$ cat src/hdl/cpu_defs.svh
`ifndef CPU_DEFS_SVH
`define CPU_DEFS_SVH

// Core sizing

// Data path and address width in bits
`define CPU_WORD_W 16

// Architectural registers, R0 hardwired to zero
`define CPU_REG_CNT 16

// Program memory depth in 16-bit words
`define CPU_PROG_DEPTH 256

// Bytes per instruction
// PC is a byte address, so each fetch moves it by this amount
`define CPU_PC_STEP 2

`endif

$ cat src/hdl/types_pkg.sv
`default_nettype none

`include "cpu_defs.svh"

package types_pkg;

	// Address and PC word
	typedef logic [`CPU_WORD_W-1:0] uword;

	// Data word
	typedef logic [`CPU_WORD_W-1:0] word_16;

	// Register index
	typedef logic [$clog2(`CPU_REG_CNT)-1:0] reg_addr_t;

	// Opcodes in bits 15:12
	typedef enum logic [3:0] {
		ADD  = 4'h0,
		SUB  = 4'h1,
		AND  = 4'h2,
		OR   = 4'h3,
		XOR  = 4'h4,
		SHL  = 4'h5,
		SHR  = 4'h6,
		LDI  = 4'h7,
		SKZ  = 4'h8,
		JMP  = 4'h9,
		HALT = 4'hf
	} opcode_e;

	// Instruction word layout, MSB first
	typedef struct packed {
		opcode_e   op;
		reg_addr_t rs1;
		reg_addr_t rs2;
		reg_addr_t rd;
	} instr_t;

	// Sequencer states
	typedef enum logic [2:0] {
		FETCH,
		READ,
		EXEC,
		WBACK,
		HALTED
	} state_e;

endpackage

`default_nettype wire

$ cat src/hdl/pc_counter.sv
`timescale 1ns/10ps
`default_nettype none

`include "cpu_defs.svh"

module pc_counter (
	input  logic            clk,
	input  logic            rst,
	input  logic            pc_en,
	input  logic            skip,
	input  logic            jump,
	input  types_pkg::uword jump_target,
	output types_pkg::uword pc
);
	// One instruction forward
	localparam types_pkg::uword STEP = `CPU_PC_STEP;

	types_pkg::uword pc_next;

	// Next PC select
	always_comb begin
		if (jump) begin
			// Absolute, wins over skip
			pc_next = jump_target;
		end else if (skip) begin
			// Step over the following instruction
			pc_next = pc + STEP + STEP;
		end else begin
			pc_next = pc + STEP;
		end
	end

	// PC register
	// only moves on the writeback strobe
	always_ff @(posedge clk or posedge rst) begin
		if (rst) begin
			pc <= '0;
		end else if (pc_en) begin
			pc <= pc_next;
		end
	end

endmodule

`default_nettype wire

$ cat config.mk
export PLATFORM = sky130hd
export DESIGN_NAME = pc_counter
export DESIGN_NICKNAME = d
export VERILOG_FILES = /design/src/hdl/types_pkg.sv /design/src/hdl/pc_counter.sv
export VERILOG_INCLUDE_DIRS = /design/src /design/src/hdl
export SDC_FILE = /design/constraint.sdc
export NUM_CORES = 1
export LEC_CHECK = 0
export BUFFER_PORTS_ARGS = -buffer_cell sky130_fd_sc_hd__buf_2
export CORE_MARGIN = 2
export CORE_UTILIZATION = 53
export DETAILED_ROUTE_END_ITERATION = 8
export HOLD_SLACK_MARGIN = 0.15
export PLACE_DENSITY = 0.79
export SYNTH_ARGS = -nofsm -noshare
export SYNTH_HDL_FRONTEND = slang
export SYNTH_SLANG_ARGS = --single-unit
$ cat constraint.sdc
create_clock -name clk -period 3.02 [get_ports clk]
set_clock_uncertainty 0.2 [all_clocks]
set_input_delay 0 -clock clk [delete_from_list [all_inputs] [get_ports clk]]
set_output_delay 0 -clock clk [all_outputs]
set_load 0.01 [all_outputs]
== Yosys cells after proc, flatten, opt, wreduce, memory -nomap -nowiden ==
Index checks and enable logic that the tools add are counted.

* Register bits: 16
* Input bits: 21

* Add/sub/neg operators: 2
* Multiplexer cells: 2

{| class="wikitable"
|+ Operator list
! cell !! count
|-
| 16-bit by 2-bit adder with 16-bit output (second input constant) || 2
|-
| 16-bit two-way mux || 2
|}

== Depth between registers and ports, before layout ==
Gate-level depths: netlist (run 1).

* Depth after elaboration: 4
* Gate-level depth with buffers: 10
* Depth with buffers taken out: 8

== Least setup slack after synthesis (run 1) ==
Ideal clock, no wire load.

* Kind: register -> register
* Start: register pc[1]
* End: register pc[8]
* Arrival time: 1950 ps
* Required time: 2691 ps
* Path slack: 741 ps
* Cell stages (with the launch flop): 10
* Path buffers: 1
* Clock period less this slack: 2279 ps
* Cell sequence: dfrtp_1 buf_4 inv_1 ha_1 nand2b_1 o32ai_1 nand3_1 nor2_1 o21ai_0 o2bb2ai_1

* Longest elaborated chain between the ends: 4

{| class="wikitable"
|+ RTL lines
! element !! RTL line !! RTL
|-
| from (decl) || pc_counter.sv:13 || <nowiki>output types_pkg::uword pc</nowiki>
|-
| from (signal assigned) || pc_counter.sv:39 || <nowiki>pc <= pc_next;</nowiki>
|-
| 16-bit by 2-bit adder with 16-bit output (*) || pc_counter.sv:27, pc_counter.sv:29 ||
|-
| 16-bit by 2-bit adder with 16-bit output || pc_counter.sv:27 || <nowiki>pc_next = pc + STEP + STEP;</nowiki>
|-
| 16-bit two-way mux (*) || pc_counter.sv:25 || <nowiki>end else if (skip) begin</nowiki>
|-
| 16-bit two-way mux (*) || pc_counter.sv:22 || <nowiki>if (jump) begin</nowiki>
|}

Every way passes the cells marked *; elsewhere a longest branch is shown, timed or not.
A chain may end at the register's enable or synchronous reset.

== Final worst setup path (run 1) ==
* Start: register pc[1]
* End: register pc[2]

The elaborated chain is that of the path after synthesis.

==> results of run 1 <==
power groups by stage:
| stage | registers (mW) | logic (mW) | clock network [mW] |
|---|---|---|---|
| 2_1_floorplan | 0.301 | 0.245 | 0 |
| 3_3_place_gp | 0.330 | 0.283 | 0 |
| 3_5_place_dp | 0.333 | 0.293 | 0 |
| 4_1_cts | 0.330 | 0.334 | 0.156 |
| 5_1_grt | 0.342 | 0.373 | 0.163 |
| 6_report | 0.334 | 0.341 | 0.158 |
per-stage QoR:
stage                     utilization (%)  setup slack (ns)  cells
after floorplan                         -            0.7411    184
after global placement              60.14            0.4897    235
after detailed placement            60.14            0.3663    235
after CTS                           72.08            0.1195    268
after global routing                72.22          0.005803    268
final                               72.22            0.1443    268
metal layers:
metal	GRT usage (%)	share of wire, %	vias to the layer above
met3	2.494	6.3	15
met5	0	0	-
li1	-	-	808
met4	12.29	3.0	0
met2	50.74	50	78
met1	37.41	41	808
logic make-up after synthesis:
logic type      synth area share, %
flops                         26.60
fa+ha+maj                     1.662
simple gates                  28.76
mux                           1.413
xor+xnor                      5.237
buf+inv                       7.066
compound gates                29.26
final timing paths:
check                                  start                  to  slack (ns)
min reg2reg                pc[0]$_DFFE_PP0P_   pc[0]$_DFFE_PP0P_        0.33
max in group asynchronous                rst   pc[1]$_DFFE_PP0P_        1.46
min in group asynchronous                rst   pc[8]$_DFFE_PP0P_        0.69
max                        pc[1]$_DFFE_PP0P_   pc[2]$_DFFE_PP0P_        0.14
max reg2reg                pc[1]$_DFFE_PP0P_   pc[2]$_DFFE_PP0P_        0.14
min                          jump_target[10]  pc[10]$_DFFE_PP0P_        0.26
cell type report:
type                    count  area, um2  share of cell area, %
well taps                  31      38.79                  1.965
clock buffers               4      36.28                  1.838
multi-input cells         145       1001                  50.70
flip-flops and latches     16      401.6                  20.34
inverters                   7      26.28                  1.331
repair buffers             65      470.5                  23.83
cells in the final DEF (no fill, tap or decap), types with 4 or more instances in the layout:
| cell | netlist | routed |
|---|---|---|
| a21oi_1 | 10 | 10 |
| a22oi_1 | 5 | 5 |
| and3_1 | 4 | 4 |
| buf_2 | 7 | 36 |
| dfrtp_1 | 16 | 15 |
| dlygate4sd3_1 | 0 | 29 |
| inv_1 | 7 | 7 |
| nand2_1 | 16 | 16 |
| nand3_1 | 7 | 7 |
| nand4_1 | 8 | 8 |
| nor2_1 | 16 | 16 |
| nor3_1 | 5 | 5 |
| o21ai_0 | 6 | 6 |
| o2bb2ai_1 | 6 | 6 |
| xnor2_1 | 6 | 6 |
worst max-delay path, cell delays in order, from the launching register on:
cell	delay (ns)
dfrtp_2	0.48
inv_1	0.11
ha_1	0.38
xnor2_1	0.19
nor2_1	0.07
a21oi_1	0.14
dlygate4sd3_1	0.57
a21oi_1	0.06
dlygate4sd3_1	0.57
repair_timing:
item                                   4_1_cts  5_1_grt
gates resized for setup                      0        2
hold buffers                                29        0
endpoints found under the hold margin       32        0
setup endpoints to repair                    0        2
==> metrics.md, run 1 <==
| Metric | Value |
|---|---|
| Slew margin rel. | `54.96%` |
| CTS tree | `yes` |
| Worst slew pin tran | `0.6749 ns` |
| Routed Antenna Nets | `0` |
| Post-synth cell types | `50` |
| CTS H-tree lvls | `1` |
| Seq/Total Area, Yosys | `26.60%` |
| P_sw | `0.3509 mW` |
| DR vias/cell | `6.377` |
| Clk_lat worst skew | `0.30 ns` |
| All-layer global routing usage | `29.29%` |
| Top cells by area, synth | `dfrtp_1, nand2_1, nor2_1` |
| Layout cells sized above 1 | `22.36%` |
| Antenna violations before repair | `0` |
| First-pass GRT wire length | `7.521 mm` |
| # IOs | `37` |
| # Post-CTS Setup Buffers | `0` |
| Ys Warns | `0` |
| Clock share of power | `18.9%` |
| Vias in the first global route | `1,631` |
| P_int | `0.4819 mW` |
| Routed len/inst | `17.10 um` |
| Yosys reg bits | `16` |
| Initial Utilization | `55.06%` |
| Mapped cell area | `1505 um2` |
| Number of synthesized flops with an enable pin | `0` |
| Total wire length | `4.582 mm` |
| Element type at the critical path end | `flip-flop` |
| DRT iter0 DRCs | `86` |
| TritonCTS Buffers | `3` |
| Unrepaired setup endpoints after global routing | `false` |
| DP Area | `1644 um2` |
| N_diodes | `0` |
| Chip Width | `57.29 um` |
| Pre-antenna DRT Iters | `4` |
| Final Instance Area | `1974 um2` |
| Top_reg_cell synth | `dfrtp_1` |
| Flop pwr share | `40.2%` |
| Slew Limit Fails | `0` |
| Post-route setup TNS | `0 ns` |
| Synth top area share | `26.60%` |
| Data arrival, critical path | `2.87 ns` |
| Root Buffer Master | `clkbuf_4` |
| Hold Fails Final Rpt | `0` |
| Power Density | `421.8 nW/um2` |
| Die ar. | `3282 um2` |
| Combinational fraction of design power | `40.9%` |
| Worst path required time | `3.02 ns` |
| Worst Reg2Reg Path Length in Cells | `8` |
| Drc violations | `0` |
| Status | `finished clean` |
| Top Registers | `pc: 16 flops` |
| Placeable Area | `2734 um2` |
| DP HPWL | `2.934 mm` |
| Mean Syn Cell Area | `8.180 um2` |
| Syn Nets | `207` |
| Depth of the worst hold-timing path | `4` |
| CP Max Fanout | `12` |
| Final min period | `2.876 ns` |
| Largest net degree at the start of global routing | `28` |
| Largest area contributor in the netlist | `dfrtp_1` |
| Hold WC Path Type | `in2reg` |
| Die Ht | `57.29 um` |
| Final net count | `261` |
| PortBufs | `36` |
| Via Count | `1,709` |
| Post-synth ARST share | `100.0%` |
| Critical path launch point type | `flip-flop` |
| WHS | `0.2625 ns` |
| Sw Share | `42.14%` |
| Mapped Cells | `184` |
| Row count | `19` |
| # clock sinks | `16` |
| Fmax | `0.3477 GHz` |
| Setup Viol. Count Final | `0` |
| Number of max-cap violations | `0` |
| Critical path class | `reg2reg` |
| Overall Power | `0.8328 mW` |
| Synth top cells by count | `dfrtp_1, nand2_1, nor2_1, a21oi_1, nand4_1` |
| Lkg Pwr | `0.8029 nW` |
| Congestion Overflow GR | `0` |
| Worst-path clk slew | `0.11 ns` |
| Number of flip-flops in the largest register | `16` |
| Reg with most FFs | `pc` |
| Worst vdd ir | `0.0003285 V` |
| Area Overhead vs Synth | `31.17%` |
| # fillers | `213` |
| Fin crit share | `95.22%` |
| CTS Buffer Depth | `2` |
| GPL Wtd Cong | `0.9305` |
Power figures use the tool's default switching activity.
==> run 2, diff against run 1 <==
Settings changed: CORE_UTILIZATION 53 to 50, PLACE_DENSITY 0.79 to 0.76.
Clock period 3.02 ns to 3 ns, I/O delays scaled along.
==> run 2 against run 1 <==
  * The run now ends with design-rule violations left
  * Worst hold slack worse by 0.0039 ns
  * Die area is 5.6% higher
  * Wire length is 7.0% lower
  * Non-clock buffer count is 1 higher
  * Critical endpoint unchanged
  * Cell count is 0.37% higher
  * Fmax is 2.6% higher
  * Sequential power hardly changed
==> metrics.md, run 2 (synthesis gave the netlist of run 1 again) <==
| Metric | Value |
|---|---|
| Status | `finished with violations` |
| Failing checks | `design-rule violations` |
| Clk_lat worst skew | `0.30 ns (about the same)` |
| Slew margin rel. | `55.79% (+0.83 points)` |
| All-layer global routing usage | `26.90% (-2.4 points)` |
| Overall Power | `0.8305 mW (-0.29%)` |
| WHS | `0.2586 ns (-0.003942 ns)` |
| Pre-antenna DRT Iters | `6 (+2)` |
| CP max stage delay | `0.57 ns (about the same)` |
| Critical path launch point type | `flip-flop` |
| CTS H-tree lvls | `1 (unchanged)` |
| Worst slew pin tran | `0.6625 ns (-0.01246 ns)` |
| DRT iter0 DRCs | `78 (-9.3%)` |
| Root Buffer Master | `clkbuf_4` |
| # fillers | `225 (+5.6%)` |
| Number of flip-flops in the largest register | `16 (unchanged)` |
| Placeable Area | `2805 um2 (+2.6%)` |
| Routed Antenna Nets | `0 (unchanged)` |
| CP cell instances | `inv_1 -> ha_1 -> xnor2_1 -> nor2_1 -> a21oi_1 -> dlygate4sd3_1 -> a21oi_1 -> dlygate4sd3_1` |
| Register Area | `401.6 um2 (unchanged)` |
| DP HPWL | `2.831 mm (-3.5%)` |
| DR vias/cell | `6.164 (-3.3%)` |
| Most common cell after layout, fill and taps aside | `buf_2` |
| Congestion Overflow GR | `0 (unchanged)` |
| Routed len/inst | `15.85 um (-7.3%)` |
| Chip Width | `58.87 um (+2.7%)` |
| Data arrival, critical path | `2.80 ns (-0.07 ns)` |
| Via Count | `1,658 (-3.0%)` |
| GPL Wtd Cong | `0.9205 (-1.1%)` |
| Final Instance Area | `1982 um2 (+0.38%)` |
| Power Density | `419.0 nW/um2 (-0.66%)` |
| # IOs | `37 (unchanged)` |
| Post-route setup TNS | `0 ns (unchanged)` |
| Multi-input gate area | `1001 um2 (unchanged)` |
| Layout cells sized above 1 | `22.69% (+0.33 points)` |
| Worst-path clk slew | `0.11 ns (about the same)` |
| Area Overhead vs Synth | `31.67%` |
| CP max stage cell | `dlygate4sd3_1` |
| Total wire length | `4.263 mm (-7.0%)` |
| Worst vdd ir | `0.0002552 V (-22%)` |
| Top Registers | `pc: 16 flops` |
| CP Max Fanout | `11 (-1)` |
| Largest net degree at the start of global routing | `28 (unchanged)` |
| Setup Viol. Count Final | `0 (unchanged)` |
| # clock sinks | `16 (unchanged)` |
| Hold WC Path Type | `in2reg` |
| Initial Utilization | `53.66% (-1.4 points)` |
| Worst path required time | `3.00 ns (-0.02 ns)` |
| Number of max-cap violations | `0 (unchanged)` |
| Critical path class | `reg2reg` |
| Reg with most FFs | `pc` |
| TritonCTS Buffers | `3 (unchanged)` |
| Antenna violations before repair | `0 (unchanged)` |
| First-pass GRT wire length | `7.134 mm (-5.1%)` |
| N_diodes | `0 (unchanged)` |
| Die Ht | `58.87 um (+2.7%)` |
| Fmax | `0.3569 GHz (+2.6%)` |
| CTS Buffer Depth | `2 (unchanged)` |
| Vias in the first global route | `1,548 (-5.1%)` |
| Die ar. | `3465 um2 (+5.6%)` |
| PortBufs | `36 (unchanged)` |
| Commonest non-fill, non-tap cells in the layout | `buf_2, dlygate4sd3_1, nand2_1, nor2_1, dfrtp_1` |
| DP Area | `1644 um2 (unchanged)` |
| Lkg Pwr | `0.8078 nW (+0.61%)` |
| Final net count | `262 (+0.38%)` |
| Slew Limit Fails | `0 (unchanged)` |
| Fin crit share | `93.41% (-1.8 points)` |
| Unrepaired setup endpoints after global routing | `false` |
| Element type at the critical path end | `flip-flop` |
| Final min period | `2.802 ns (-0.07343 ns)` |
| Drc violations | `2 (+2)` |
| CTS tree | `yes` |
| Row count | `19 (unchanged)` |
| Hold Fails Final Rpt | `0 (unchanged)` |
[run 2: changes by cell type in the layout (fill, tap and decap cells not counted), sizes merged]
cell / delta
buf: +1
[run 2: worst max-delay path, delay by kind of cell, from the launching register on]
kind | cells | cell delay, ns
compound gates | 2 | 0.19
xor+xnor | 1 | 0.18
fa+ha+maj | 1 | 0.37
buf+inv | 3 | 1.23
flops | 1 | 0.47
simple gates | 1 | 0.05
[run 2: report_power, final]
part	switching, mW	internal (mW)	total, mW
clock	0.0801	0.0741	0.154
sequential	0.0844	0.250	0.334
combinational	0.179	0.164	0.342
total	0.343	0.487	0.830
[run 2: path summary, 6_finish.rpt]
kind	end	cells after the start	slack [ns]	start
max	pc[2]$_DFFE_PP0P_	8	0.20	pc[1]$_DFFE_PP0P_
min	pc[13]$_DFFE_PP0P_	4	0.26	jump_target[13]
max reg2reg	pc[2]$_DFFE_PP0P_	8	0.20	pc[1]$_DFFE_PP0P_
min reg2reg	pc[0]$_DFFE_PP0P_	1	0.32	pc[0]$_DFFE_PP0P_
max in group asynchronous	pc[1]$_DFFE_PP0P_	4	1.47	rst
min in group asynchronous	pc[5]$_DFFE_PP0P_	4	0.67	rst
[run 2: area by class of cell]
cell class / count / area share, %
clock buffers: 4 / 1.831
inverters: 7 / 1.326
multi-input cells: 145 / 50.51
flip-flops and latches: 16 / 20.27
well taps: 31 / 1.957
repair buffers: 66 / 24.12
[run 2: timing repair]
action                     4_1_cts  5_1_grt
gates resized for setup          0        2
setup endpoints to repair        0        2
hold buffers                    29        0
buffers inserted                 0        1
hold endpoints to repair        32        0
[run 2: metrics by stage]
| step | setup WS, ns | util (%) | instances |
|---|---|---|---|
| 2_1_floorplan | 0.7211 | - | 184 |
| 3_3_place_gp | 0.4675 | 58.61 | 235 |
| 3_5_place_dp | 0.3802 | 58.61 | 235 |
| 4_1_cts | 0.1121 | 70.25 | 268 |
| 5_1_grt | 0.01383 | 70.65 | 269 |
| 6_report | 0.1977 | 70.65 | 269 |
[run 2: per-layer routing]
| metal | track usage (%) | share of wire, % | vias up |
|---|---|---|---|
| met5 | 0 | 0 | - |
| met1 | 37.53 | 44 | 787 |
| met3 | 3.736 | 7.6 | 4 |
| met4 | 9.416 | 1.2 | 0 |
| met2 | 42.54 | 47 | 65 |
| li1 | - | - | 802 |
==> run 3, diff against run 2 <==
Settings changed: CORE_ASPECT_RATIO from default to 1.5.
==> run 3 against run 2 <==
  * The flow now finishes without violations
  * Clock power up 34%
  * Design area rose by 0.69%
  * Die area grew 0.27%
  * Fmax grew 0.98%
  * Sequential power grew 1%
  * Critical endpoint unchanged
==> metrics.md, run 3 (synthesis gave the netlist of run 1 again) <==
| Metric | Value |
|---|---|
| Status | `finished clean` |
| Data arrival, critical path | `2.72 ns (-0.08 ns)` |
| Dpl ws | `0.3648 ns (-0.01535 ns)` |
| CTS H-tree lvls | `1 (unchanged)` |
| Worst-path clk slew | `0.07 ns (-0.04 ns)` |
| CP Max Fanout | `12 (+1)` |
| DP HPWL | `3.032 mm (+7.1%)` |
| Die Ht | `71.20 um (+21%)` |
| Die ar. | `3474 um2 (+0.27%)` |
| Root Buffer Master | `clkbuf_8` |
| DR vias/cell | `6.288 (+2.0%)` |
| Placed insts | `243 (+3.4%)` |
| Fin util | `69.23% (-1.4 points)` |
| All-layer global routing usage | `27.57% (+0.67 points)` |
| TritonCTS Buffers | `3 (unchanged)` |
| Worst vdd ir | `0.0004093 V (+60%)` |
| Number of max-cap violations | `0 (unchanged)` |
| Setup Viol. Count Final | `0 (unchanged)` |
| Final Instance Area | `1996 um2 (+0.69%)` |
| # IOs | `37 (unchanged)` |
| Drc violations | `0 (-2)` |
| Congestion Overflow GR | `0 (unchanged)` |
| Initial Utilization | `52.21% (-1.4 points)` |
| Hold Fails Final Rpt | `0 (unchanged)` |
| Overall Power | `0.8953 mW (+7.8%)` |
| Chip Width | `48.80 um (-17%)` |
| Unrepaired setup endpoints after global routing | `false` |
| PortBufs | `36 (unchanged)` |
| Antenna violations before repair | `0 (unchanged)` |
| Final min period | `2.775 ns (-0.02710 ns)` |
| Row count | `24 (+5)` |
| Critical path launch point type | `flip-flop` |
| Layout cells sized above 1 | `22.98% (+0.29 points)` |
| Slew Limit Fails | `0 (unchanged)` |
| Most common cell after layout, fill and taps aside | `buf_2` |
| Total wire length | `4.612 mm (+8.2%)` |
| CTS tree | `yes` |
| R2R setup slack | `0.22 ns (+0.03 ns)` |
| Vias in the first global route | `1,679 (+8.5%)` |
| Largest delay contributor family on the critical path | `buffers and inverters` |
| Reg with most FFs | `pc` |
| Non-filler cells, final | `274 (+1.9%)` |
| First-pass GRT wire length | `7.527 mm (+5.5%)` |
| GPL Wtd Cong | `0.8963 (-2.6%)` |
| Post-route setup TNS | `0 ns (unchanged)` |
| Area Overhead vs Synth | `32.58%` |
| FF-to-FF Start | `pc[1]$_DFFE_PP0P_` |
| DRT iter0 DRCs | `79 (+1.3%)` |
| Reg-to-reg endpoint | `pc[2]$_DFFE_PP0P_` |
| DP Area | `1654 um2 (+0.61%)` |
| Critical path class | `reg2reg` |
| Fmax | `0.3603 GHz (+0.98%)` |
| Pre-antenna DRT Iters | `6 (unchanged)` |
| Commonest non-fill, non-tap cells in the layout | `buf_2, dlygate4sd3_1, nand2_1, nor2_1, dfrtp_1` |
| Number of flip-flops in the largest register | `16 (unchanged)` |
| Largest net degree at the start of global routing | `28 (unchanged)` |
| Clk_lat worst skew | `0.26 ns (-0.04 ns)` |
| Critical path buffer and inverter count | `3 (unchanged)` |
| WHS | `0.1697 ns (-0.08891 ns)` |
| CP max stage delay | `0.57 ns (about the same)` |
| N_diodes | `0 (unchanged)` |
| Power Density | `448.6 nW/um2 (+7.1%)` |
| Placeable Area | `2883 um2 (+2.8%)` |
| Setup ws final | `0.2248 ns (+0.02710 ns)` |
| CTS Buffer Depth | `2 (unchanged)` |
| Via Count | `1,723 (+3.9%)` |
| Worst slew pin tran | `0.6776 ns (+0.01509 ns)` |
| WP depth | `8 (unchanged)` |
| Top Registers | `pc: 16 flops` |
| Worst Reg2Reg Path Length in Cells | `8 (unchanged)` |
| # clock sinks | `16 (unchanged)` |
| Slew margin rel. | `54.78% (-1.0 points)` |
| Lkg Pwr | `0.8048 nW (-0.37%)` |
| Hold WC Path Type | `in2async` |
| Worst path required time | `2.95 ns (-0.05 ns)` |
| CP max stage cell | `dlygate4sd3_1` |
| Fin crit share | `92.51% (-0.90 points)` |
| Routed len/inst | `16.83 um (+6.2%)` |
| Routed Antenna Nets | `0 (unchanged)` |
| CP cell instances | `inv_1 -> ha_4 -> xnor2_1 -> nor2_1 -> a21oi_1 -> dlygate4sd3_1 -> a21oi_1 -> dlygate4sd3_1` |
| Final net count | `259 (-1.1%)` |
| Element type at the critical path end | `flip-flop` |
[run 3: cell types whose count changed in the layout (fill, tap and decap cells not counted), sizes merged]
cell and delta:
buf -1, dlygate4sd3 -2
[run 3: cell type report]
| type | count | area [um2] |
|---|---|---|
| repair buffers | 63 | 450.4 |
| well taps | 39 | 48.80 |
| clock buffers | 4 | 55.05 |
| flip-flops and latches | 16 | 401.6 |
| inverters | 7 | 26.28 |
| fillers | 245 | 887.1 |
| multi-input cells | 145 | 1013 |
[run 3: what timing repair did]
| item | CTS | global route |
|---|---|---|
| setup endpoints to repair | 0 | 2 |
| hold buffers | 27 | 0 |
| gates resized for setup | 0 | 3 |
| buffers inserted | 0 | 0 |
| endpoints found under the hold margin | 32 | 0 |
[run 3: metal layers]
| metal | wire length (um) | vias to the layer above | track usage [%] |
|---|---|---|---|
| li1 | - | 796 | - |
| met1 | 1701 | 812 | 30.61 |
| met2 | 2481 | 96 | 50.68 |
| met3 | 283 | 19 | 3.165 |
| met4 | 146 | 0 | 14.60 |
| met5 | 0 | - | 0 |
[run 3: how the worst max path moves through the flow]
stage	startpoint	slack [ns]	endpoint
after floorplan	pc[1]$_DFFE_PP0P_	0.72	pc[8]$_DFFE_PP0P_
after global placement	pc[1]$_DFFE_PP0P_	0.44	pc[14]$_DFFE_PP0P_
after detailed placement	pc[2]$_DFFE_PP0P_	0.36	pc[9]$_DFFE_PP0P_
after CTS	pc[1]$_DFFE_PP0P_	0.11	pc[2]$_DFFE_PP0P_
after global routing	pc[1]$_DFFE_PP0P_	0.09	pc[2]$_DFFE_PP0P_
final	pc[1]$_DFFE_PP0P_	0.22	pc[2]$_DFFE_PP0P_
[run 3: power by group]
group | switching [mW] | internal (mW)
Clock | 0.0895 | 0.117
Combinational | 0.183 | 0.167
Sequential | 0.0893 | 0.250
Total | 0.362 | 0.533
[run 3: worst reg2reg max path: stages (launching register included)]
cell,delay [ns]
dfrtp_2,0.49
inv_1,0.17
ha_4,0.24
xnor2_1,0.18
nor2_1,0.06
a21oi_1,0.12
dlygate4sd3_1,0.56
a21oi_1,0.06
dlygate4sd3_1,0.57
